--- config.mk ---
export PLATFORM = sky130hd
export DESIGN_NAME = sdramController
export DESIGN_NICKNAME = d
export VERILOG_FILES = /design/src/rtl/sdramPkg.sv /design/src/rtl/ctrlPkg.sv /design/src/rtl/burstFifo.sv /design/src/rtl/portScheduler.sv /design/src/rtl/burstSequencer.sv /design/src/rtl/sdramController.sv
export SDC_FILE = /design/constraint.sdc
export NUM_CORES = 1
export LEC_CHECK = 0
export BUFFER_PORTS_ARGS = -buffer_cell sky130_fd_sc_hd__buf_2
export CORE_MARGIN = 1.5
export CORE_UTILIZATION = 50
export CTS_CLUSTER_SIZE = 25
export DETAILED_ROUTE_END_ITERATION = 6
export PLACE_DENSITY = 0.71
export SKIP_CTS_REPAIR_TIMING = 1
export SLEW_MARGIN = 20
export SYNTH_ARGS = -nofsm -noshare
export SYNTH_HDL_FRONTEND = slang
export SYNTH_SLANG_ARGS = --single-unit
--- constraint.sdc ---
create_clock -name CLK -period 4.69 [get_ports CLK]
set_input_delay 0.7035 -clock CLK [delete_from_list [all_inputs] [get_ports CLK]]
set_output_delay 0.7035 -clock CLK [all_outputs]
set_load 0.03 [all_outputs]
--- src/rtl/sdramPkg.sv ---
// ==============================
// SDRAM device package
// Bank, row and column widths
// Timing in clock cycles and the command enum
// ==============================
package sdramPkg;

    // ==============================
    // Geometry
    // ==============================
    localparam int bankBits = 2;        // Four banks
    localparam int rowBits  = 12;       // Also the address pin width
    localparam int colBits  = 8;        // 256 words per row

    // ==============================
    // Timing
    // ==============================
    localparam int casLatency = 2;      // READ to data on dqRead
    localparam int tRcd       = 2;      // ACTIVE to first READ/WRITE
    localparam int tWr        = 2;      // Last WRITE to PRECHARGE
    localparam int tRp        = 2;      // PRECHARGE to bank idle

    // Encoded as {RAS_N, CAS_N, WE_N}
    typedef enum logic [2:0] {
        cmdNop       = 3'b111,
        cmdActive    = 3'b011,
        cmdRead      = 3'b101,
        cmdWrite     = 3'b100,
        cmdPrecharge = 3'b010
    } sdramCmdT;

endpackage

--- src/rtl/ctrlPkg.sv ---
// ==============================
// Controller package
// Word, address, length and level types
// Sequencer state enum
// ==============================
package ctrlPkg;

    localparam int dataBits  = 16;
    localparam int addrBits  = 22;      // Bank, row, column from the top
    localparam int fifoDepth = 16;

    typedef logic [dataBits-1:0]          dataT;
    typedef logic [addrBits-1:0]          addrT;
    typedef logic [7:0]                   lenT;     // Burst length in words
    typedef logic [$clog2(fifoDepth):0]   levelT;   // Holds 0 to fifoDepth

    // Burst sequencer
    typedef enum logic [2:0] {
        seqIdle,                        // Waiting for burstStart
        seqActivate,                    // Row open, counting tRcd
        seqTransfer,                    // One READ/WRITE per cycle
        seqRecover,                     // Write recovery or read data drain
        seqPrecharge                    // Counting tRp
    } seqStateT;

endpackage

--- src/rtl/burstFifo.sv ---
// ==============================
// Synchronous FIFO
// First word fall through
// Single cycle clear and fill level
// ==============================
`timescale 1ns/10ps

module burstFifo #(
    parameter int depth = ctrlPkg::fifoDepth
) (
    input  logic           CLK,
    input  logic           RESET_N,
    input  logic           clear,
    input  logic           push,
    input  ctrlPkg::dataT  pushData,
    input  logic           pop,
    output ctrlPkg::dataT  headData,
    output ctrlPkg::levelT level,
    output logic           full,
    output logic           empty
);
    import ctrlPkg::*;

    dataT                       mem [depth];
    logic [$clog2(depth)-1:0]   wrPtr;
    logic [$clog2(depth)-1:0]   rdPtr;
    logic                       doPush;
    logic                       doPop;

    assign full     = (level == levelT'(depth));
    assign empty    = (level == '0);
    assign doPush   = push && !full;    // Overflowing push dropped
    assign doPop    = pop && !empty;    // Underflowing pop dropped
    assign headData = mem[rdPtr];       // Head visible without a pop

    always_ff @(posedge CLK or negedge RESET_N)
    begin
        if (!RESET_N)
        begin
            wrPtr <= '0;
            rdPtr <= '0;
            level <= '0;
        end
        else if (clear)
        begin
            wrPtr <= '0;
            rdPtr <= '0;
            level <= '0;
        end
        else
        begin
            if (doPush)
                wrPtr <= (int'(wrPtr) == depth - 1) ? '0 : wrPtr + 1'b1;
            if (doPop)
                rdPtr <= (int'(rdPtr) == depth - 1) ? '0 : rdPtr + 1'b1;
            if (doPush && !doPop)
                level <= level + 1'b1;
            else if (doPop && !doPush)
                level <= level - 1'b1;
        end
    end

    always_ff @(posedge CLK)
    begin
        if (doPush)
            mem[wrPtr] <= pushData;
    end

    // Producer side must respect full
    pushWhenFull: assert property (@(posedge CLK) disable iff (!RESET_N)
        push && !clear |-> !full)
        else $error("push arrived while the FIFO was full");

    // Consumer side must respect empty
    popWhenEmpty: assert property (@(posedge CLK) disable iff (!RESET_N)
        pop && !clear |-> !empty)
        else $error("pop arrived while the FIFO was empty");

endmodule

--- src/rtl/portScheduler.sv ---
// ==============================
// Port scheduler
// Current address per port and window wrap
// Picks the next burst with writes first
// ==============================
`timescale 1ns/10ps

module portScheduler (
    input  logic           CLK,
    input  logic           RESET_N,
    input  logic           writeLoad,
    input  ctrlPkg::addrT  writeStart,
    input  ctrlPkg::addrT  writeMax,
    input  ctrlPkg::lenT   writeLength,
    input  ctrlPkg::levelT writeLevel,
    input  logic           readLoad,
    input  ctrlPkg::addrT  readStart,
    input  ctrlPkg::addrT  readMax,
    input  ctrlPkg::lenT   readLength,
    input  ctrlPkg::levelT readLevel,
    output logic           burstStart,
    output logic           burstWrite,
    output ctrlPkg::addrT  burstAddr,
    output ctrlPkg::lenT   burstLength,
    input  logic           burstDone
);
    import ctrlPkg::*;

    addrT writeAddr;                    // Next write burst address
    addrT readAddr;                     // Next read burst address
    logic busy;                         // Burst outstanding
    logic writeReady;
    logic readReady;
    logic startNow;

    // Step by one burst or fall back to the window start
    function automatic addrT nextAddr(addrT cur, addrT start, addrT max, lenT len);
        if (cur < max - addrT'(len))
            return cur + addrT'(len);
        return start;
    endfunction

    // Write FIFO holds a whole burst
    assign writeReady = (writeLength != '0) && (writeLevel >= writeLength);
    // Read FIFO has room for a whole burst
    assign readReady  = (readLength != '0) && (readLevel < readLength);
    assign startNow   = !busy && !writeLoad && !readLoad && (writeReady || readReady);

    // ==============================
    // Control state
    // ==============================
    always_ff @(posedge CLK or negedge RESET_N)
    begin
        if (!RESET_N)
        begin
            busy       <= 1'b0;
            burstStart <= 1'b0;
            burstWrite <= 1'b0;
            writeAddr  <= '0;
            readAddr   <= '0;
        end
        else
        begin
            burstStart <= startNow;     // One cycle pulse
            if (startNow)
            begin
                busy       <= 1'b1;
                burstWrite <= writeReady;   // Write wins a tie
            end
            else if (burstDone)
                busy <= 1'b0;

            if (writeLoad)
                writeAddr <= writeStart;
            else if (burstDone && burstWrite)
                writeAddr <= nextAddr(writeAddr, writeStart, writeMax, writeLength);

            if (readLoad)
                readAddr <= readStart;
            else if (burstDone && !burstWrite)
                readAddr <= nextAddr(readAddr, readStart, readMax, readLength);
        end
    end

    // Request payload held until the next start
    always_ff @(posedge CLK)
    begin
        if (startNow)
        begin
            burstAddr   <= writeReady ? writeAddr : readAddr;
            burstLength <= writeReady ? writeLength : readLength;
        end
    end

endmodule

--- src/rtl/burstSequencer.sv ---
// ==============================
// Burst sequencer
// ACTIVE, READ/WRITE per word, PRECHARGE
// Write data out and read data capture
// ==============================
`timescale 1ns/10ps

module burstSequencer (
    input  logic                          CLK,
    input  logic                          RESET_N,
    input  logic                          burstStart,
    input  logic                          burstWrite,
    input  ctrlPkg::addrT                 burstAddr,
    input  ctrlPkg::lenT                  burstLength,
    output logic                          burstDone,
    output logic                          dataPop,
    input  ctrlPkg::dataT                 headData,
    output logic                          dataPush,
    output ctrlPkg::dataT                 pushData,
    output sdramPkg::sdramCmdT            sdramCmd,
    output logic [sdramPkg::bankBits-1:0] sdramBank,
    output logic [sdramPkg::rowBits-1:0]  sdramAddr,
    output ctrlPkg::dataT                 dqWrite,
    input  ctrlPkg::dataT                 dqRead,
    output logic                          dqDrive
);
    import ctrlPkg::*;
    import sdramPkg::*;

    seqStateT                   state;
    lenT                        cnt;        // Cycles left in the current state
    logic [colBits-1:0]         col;        // Column of the next access
    logic [casLatency-1:0]      readPipe;   // READ commands in flight

    // FIFO head leaves in the cycle before its WRITE shows on the pins
    assign dataPop = (state == seqTransfer) && burstWrite;

    // ==============================
    // FSM and pin commands
    // ==============================
    always_ff @(posedge CLK or negedge RESET_N)
    begin
        if (!RESET_N)
        begin
            state     <= seqIdle;
            cnt       <= '0;
            sdramCmd  <= cmdNop;
            dqDrive   <= 1'b0;
            burstDone <= 1'b0;
            readPipe  <= '0;
            dataPush  <= 1'b0;
        end
        else
        begin
            sdramCmd  <= cmdNop;        // Default between commands
            dqDrive   <= 1'b0;
            burstDone <= 1'b0;
            readPipe  <= {readPipe[casLatency-2:0], sdramCmd == cmdRead};
            dataPush  <= readPipe[casLatency-1];    // Data due at this edge
            case (state)
                seqIdle:
                    if (burstStart)
                    begin
                        sdramCmd <= cmdActive;
                        cnt      <= lenT'(tRcd - 2);
                        state    <= seqActivate;
                    end
                seqActivate:
                    if (cnt == '0)
                    begin
                        cnt   <= burstLength - 1'b1;
                        state <= seqTransfer;
                    end
                    else
                        cnt <= cnt - 1'b1;
                seqTransfer:
                begin
                    sdramCmd <= burstWrite ? cmdWrite : cmdRead;
                    dqDrive  <= burstWrite;             // Only in WRITE cycles
                    if (cnt == '0)
                    begin
                        // Reads wait for the last word to come back
                        cnt   <= burstWrite ? lenT'(tWr - 1) : lenT'(casLatency);
                        state <= seqRecover;
                    end
                    else
                        cnt <= cnt - 1'b1;
                end
                seqRecover:
                    if (cnt == '0)
                    begin
                        sdramCmd <= cmdPrecharge;
                        cnt      <= lenT'(tRp - 1);
                        state    <= seqPrecharge;
                    end
                    else
                        cnt <= cnt - 1'b1;
                seqPrecharge:
                    if (cnt == '0)
                    begin
                        burstDone <= 1'b1;  // Lands tRp after PRECHARGE
                        state     <= seqIdle;
                    end
                    else
                        cnt <= cnt - 1'b1;
                default:
                    state <= seqIdle;
            endcase
        end
    end

    // ==============================
    // Address and data payload
    // ==============================
    always_ff @(posedge CLK)
    begin
        pushData <= dqRead;     // Sampled every edge and qualified by dataPush
        if (state == seqIdle && burstStart)
        begin
            sdramBank <= burstAddr[addrBits-1 -: bankBits];
            sdramAddr <= burstAddr[colBits +: rowBits];     // Row for ACTIVE
            col       <= burstAddr[colBits-1:0];
        end
        else if (state == seqTransfer)
        begin
            sdramAddr <= {{(rowBits - colBits){1'b0}}, col};   // A10 low
            col       <= col + 1'b1;
            if (burstWrite)
                dqWrite <= headData;
        end
        else if (state == seqRecover && cnt == '0)
            sdramAddr <= '0;    // A10 low closes this bank only
    end

    // Scheduler keeps one burst in flight
    startOnlyIdle: assert property (@(posedge CLK) disable iff (!RESET_N)
        burstStart |-> state == seqIdle)
        else $error("burstStart arrived while a burst was still running");

    activeToAccess: assert property (@(posedge CLK) disable iff (!RESET_N)
        sdramCmd == cmdActive |-> ##tRcd (sdramCmd inside {cmdRead, cmdWrite}))
        else $error("first READ or WRITE did not follow ACTIVE after tRcd cycles");

endmodule

--- src/rtl/sdramController.sv ---
// ==============================
// SDRAM burst controller top
// Write and read FIFOs, scheduler, sequencer
// ==============================
`timescale 1ns/10ps

module sdramController (
    input  logic                          CLK,
    input  logic                          RESET_N,
    // Write port
    input  ctrlPkg::dataT                 writeData,
    input  logic                          writeStrobe,
    output logic                          writeFull,
    input  logic                          writeLoad,      // Clears FIFO and address
    input  ctrlPkg::addrT                 writeStart,
    input  ctrlPkg::addrT                 writeMax,
    input  ctrlPkg::lenT                  writeLength,
    // Read port
    output ctrlPkg::dataT                 readData,
    input  logic                          readStrobe,
    output logic                          readEmpty,
    input  logic                          readLoad,
    input  ctrlPkg::addrT                 readStart,
    input  ctrlPkg::addrT                 readMax,
    input  ctrlPkg::lenT                  readLength,
    // SDRAM pins
    output logic                          csN,
    output logic                          rasN,
    output logic                          casN,
    output logic                          weN,
    output logic [sdramPkg::bankBits-1:0] sdramBank,
    output logic [sdramPkg::rowBits-1:0]  sdramAddr,
    output ctrlPkg::dataT                 dqWrite,
    input  ctrlPkg::dataT                 dqRead,
    output logic                          dqDrive
);
    import ctrlPkg::*;
    import sdramPkg::*;

    levelT    writeLevel;
    levelT    readLevel;
    dataT     writeHead;                // Next word for the SDRAM
    dataT     pushData;                 // Word returned by the SDRAM
    logic     dataPop;
    logic     dataPush;
    logic     burstStart;
    logic     burstWrite;
    logic     burstDone;
    addrT     burstAddr;
    lenT      burstLength;
    sdramCmdT sdramCmd;

    assign csN                = 1'b0;   // Single device always selected
    assign {rasN, casN, weN}  = sdramCmd;

    burstFifo i_writeFifo (
        .CLK      (CLK),
        .RESET_N  (RESET_N),
        .clear    (writeLoad),
        .push     (writeStrobe),
        .pushData (writeData),
        .pop      (dataPop),
        .headData (writeHead),
        .level    (writeLevel),
        .full     (writeFull),
        .empty    ()
    );

    burstFifo i_readFifo (
        .CLK      (CLK),
        .RESET_N  (RESET_N),
        .clear    (readLoad),
        .push     (dataPush),
        .pushData (pushData),
        .pop      (readStrobe),
        .headData (readData),
        .level    (readLevel),
        .full     (),
        .empty    (readEmpty)
    );

    portScheduler i_portScheduler (
        .CLK         (CLK),
        .RESET_N     (RESET_N),
        .writeLoad   (writeLoad),
        .writeStart  (writeStart),
        .writeMax    (writeMax),
        .writeLength (writeLength),
        .writeLevel  (writeLevel),
        .readLoad    (readLoad),
        .readStart   (readStart),
        .readMax     (readMax),
        .readLength  (readLength),
        .readLevel   (readLevel),
        .burstStart  (burstStart),
        .burstWrite  (burstWrite),
        .burstAddr   (burstAddr),
        .burstLength (burstLength),
        .burstDone   (burstDone)
    );

    burstSequencer i_burstSequencer (
        .CLK         (CLK),
        .RESET_N     (RESET_N),
        .burstStart  (burstStart),
        .burstWrite  (burstWrite),
        .burstAddr   (burstAddr),
        .burstLength (burstLength),
        .burstDone   (burstDone),
        .dataPop     (dataPop),
        .headData    (writeHead),
        .dataPush    (dataPush),
        .pushData    (pushData),
        .sdramCmd    (sdramCmd),
        .sdramBank   (sdramBank),
        .sdramAddr   (sdramAddr),
        .dqWrite     (dqWrite),
        .dqRead      (dqRead),
        .dqDrive     (dqDrive)
    );

endmodule

==> reports/qor.yml <==
wirelength_um: 71500
synth_cells: 1906
r2r_start: "i_burstSequencer.state[1]$_DFFE_PN0P_"
start_util_pct: 50.7
synth-edff-count: 580
via_count: 17700
dr.pass1.iters: 5
post-route-min-period_ps: 4100
hp-class: "primary input to flop"
synth_fp_nets: 2156
grtUsageTotal_pct: 23.0
place_congestion: 0.944
timing.critical_path.cells: "buf_2 > inv_1 > ha_1 > fa_1 > nor2b_1 > o21a_1 > nor2_1 > o21ai_1 > o31a_1 > nor3_1 > xnor2_1 > ha_1 > nand3_1 > nor3_1 > a2111oi_0 > o211a_1 > nand2_1 > or4_1 > nand4_1"
cts_buffers: 71
cp-start-kind: "primary input"
cts.sinks: 688
peakVddDrop_mv: 0.297
synth_ff_type: "edfxtp_1"
crit_path_end_kind: "flop"
grt_max_degree: 66
cp-endpoint: "i_portScheduler.readAddr[16]$_DFFE_PN0P_"
drc: 0
worst_slack_ps: 591
worst-path-buf-inv: 2
gr-total-overflow: 0
synth_most_common_cell: "edfxtp_1"
synth_top_area_share_pct: 56.8
critPathTopFamily: "simple AND/OR/NAND/NOR gates"
leakage_uw: 0.0122
tightest_slew_ps: 1180
async_reset_ff_share_pct: 13.4
rsz0062_at_grt: "false"
drive_gt1_share_pct: 25.7
synth_cell_types: 91
clk_path_buf_depth: 3
yosys-top-cells-area: "edfxtp_1 (57%), mux4_2 (12%), dfrtp_1 (7.3%), ha_1 (4.2%), nand2_1 (1.4%)"
ys_ff_latch: 688
crit_start: "readMax[0]"
worst_ep_arrival_time_ps: 4640
port_buffers: 193
core_area_sq_mm: 0.0605
avgRoutedWirePerCell_um: 24.0
yosys_warnings: 0
fin_area_sq_mm: 0.0349
htreeDepth: 3
ys_seq_area_share_pct: 65.4
synth_area_per_cell_sq_um: 16.1
layout_worst_path_cycle_share_pct: 87.4
fin_setup_tns_ps: 0
clk_pin_slew_ps: 60
final_cells: 2979
r2r-end: "i_writeFifo.level[4]$_DFFE_PN0P_"
cts_root_buffer: "clkbuf_16"
syn2layout_area_growth_pct: 13.8
clock_latency_ps: 620
outcome: "finished, final reports clean"
crit_fanout: 9
synth_top_area_cell: "edfxtp_1"
power_density_mw_per_mm2: 463
final_max_slew_viol_count: 0
reg2reg_setup_slack_ps: 1550
synthesis.area_sq_mm: 0.0307
nets: 2382
final_hold_viol_count: 0
path_depth: 19
placed_cells: 2840
initialDrtViolationCount: 1574
place_area_sq_mm: 0.0326
die_h_um: 251
cpPeakStageDelay_ps: 560
rows: 90
required_ps: 5230
die_w_um: 251
io_pins: 195
grt_pass1_vias: 17900
dieArea_sq_mm: 0.0628
antenna_found_initial: 9
ant_nets: 0
synthTopCellsByCount: "edfxtp_1 (580), mux4_2 (160), nand2_1 (115), ha_1 (102), nor2_1 (92)"
finalClockSkew_ps: 20.6
vias_per_cell: 5.96
slowest_stage: "or4_1"
holdPathStages: 1
grt_pass1_wl_um: 108000
hpwlAfterDp_um: 46200
cap_violations: 0
relSlewSlack_pct: 21.6
critPathKind: "primary input to flop"
max_freq_mhz: 244
finalPower_uw: 16200
dp_slack_ps: 35.0
r2r_cells: 12
cts_tree: "done"
setup_viol: 0
## how the worst min path moves through the flow
stage / from / end / slack [ps]
global route: dqRead[6] / i_burstSequencer.pushData[6]$_DFF_P_ / 160
finish: dqRead[15] / i_burstSequencer.pushData[15]$_DFF_P_ / 190
floorplan: i_burstSequencer.readPipe[1]$_DFF_PN0_ / i_burstSequencer.dataPush$_DFF_PN0_ / 330
detailed placement: i_burstSequencer.readPipe[1]$_DFF_PN0_ / i_burstSequencer.dataPush$_DFF_PN0_ / 340
CTS: dqRead[15] / i_burstSequencer.pushData[15]$_DFF_P_ / 150
global placement: i_burstSequencer.readPipe[0]$_DFF_PN0_ / i_burstSequencer.readPipe[1]$_DFF_PN0_ / 340
## final cells by class
| cell class | instances | area [sq um] |
|---|---|---|
| multi-input cells | 1083 | 10100 |
| repair buffers | 235 | 1350 |
| diodes | 8 | 20.0 |
| inverters | 53 | 199 |
| fillers | 4503 | 25600 |
| flip-flops and latches | 688 | 20100 |
| well taps | 782 | 978 |
| clock buffers | 94 | 1910 |
| clock inverters | 36 | 292 |
## state kept, by name, indices dropped and copies added, names as in the netlist, 8 cells and up
register / count
i_portScheduler.burstLength: 8
i_burstSequencer.sdramAddr: 12
i_portScheduler.burstAddr: 22
i_burstSequencer.col: 8
i_burstSequencer.pushData: 16
i_writeFifo.mem: 256
i_portScheduler.writeAddr: 22
i_burstSequencer.dqWrite: 16
i_readFifo.mem: 256
i_portScheduler.readAddr: 22
i_burstSequencer.cnt: 8
## per-stage QoR
step                hold WS [ps]  utilization, %
finish                       189            57.7
global placement             337            53.9
CTS                          155            57.6
detailed placement           342            54.0
floorplan                    331               -
global route                 157            57.7
## where the power goes
group          total, uW  switching [uW]  internal [uW]
Clock               5400            2380           3020
Combinational       3190            1760           1430
Sequential          7570             503           7060
## per-layer routing
layer / global-route usage [%] / wire length, um
met5: 0 / 44
met2: 38.1 / 35400
met4: 7.98 / 2300
met3: 3.97 / 4300
met1: 30.9 / 29500
## cells in the final DEF (no fill, tap or decap), drive strengths merged, types with 29 or more instances in the layout
cell type  netlist  final
o21ai           74     74
edfxtp         580    580
mux4           160    160
ha             102    102
a21oi           71     71
buf             33    235
nor2            93     93
xnor2           42     42
and2            29     29
nand2          118    118
clkbuf          49     94
inv             53     60
dfrtp           89     89
nor3            35     35
## cells by family after synthesis
logic type	synth area share [%]
DFF	65.4
and+or+nand+nor	6.82
AOI/OAI and AO/OA	6.46
muxes	12.9
buffers and inverters	1.89
adders and majority gates	4.55
xor gates and xnor gates	2.00
other	0.0122
## worst register-to-register path, stage by stage (launching register included)
cell	delay, ps
dfrtp_1	620
nor3b_1	710
and2_1	300
o21ai_2	120
nand2_2	130
inv_2	60
fa_1	410
inv_1	80
a21o_1	120
a21oi_1	80
mux2i_1	190
xor2_1	160
nor2_1	50
Note: power is estimated with default switching activity, not from simulation.
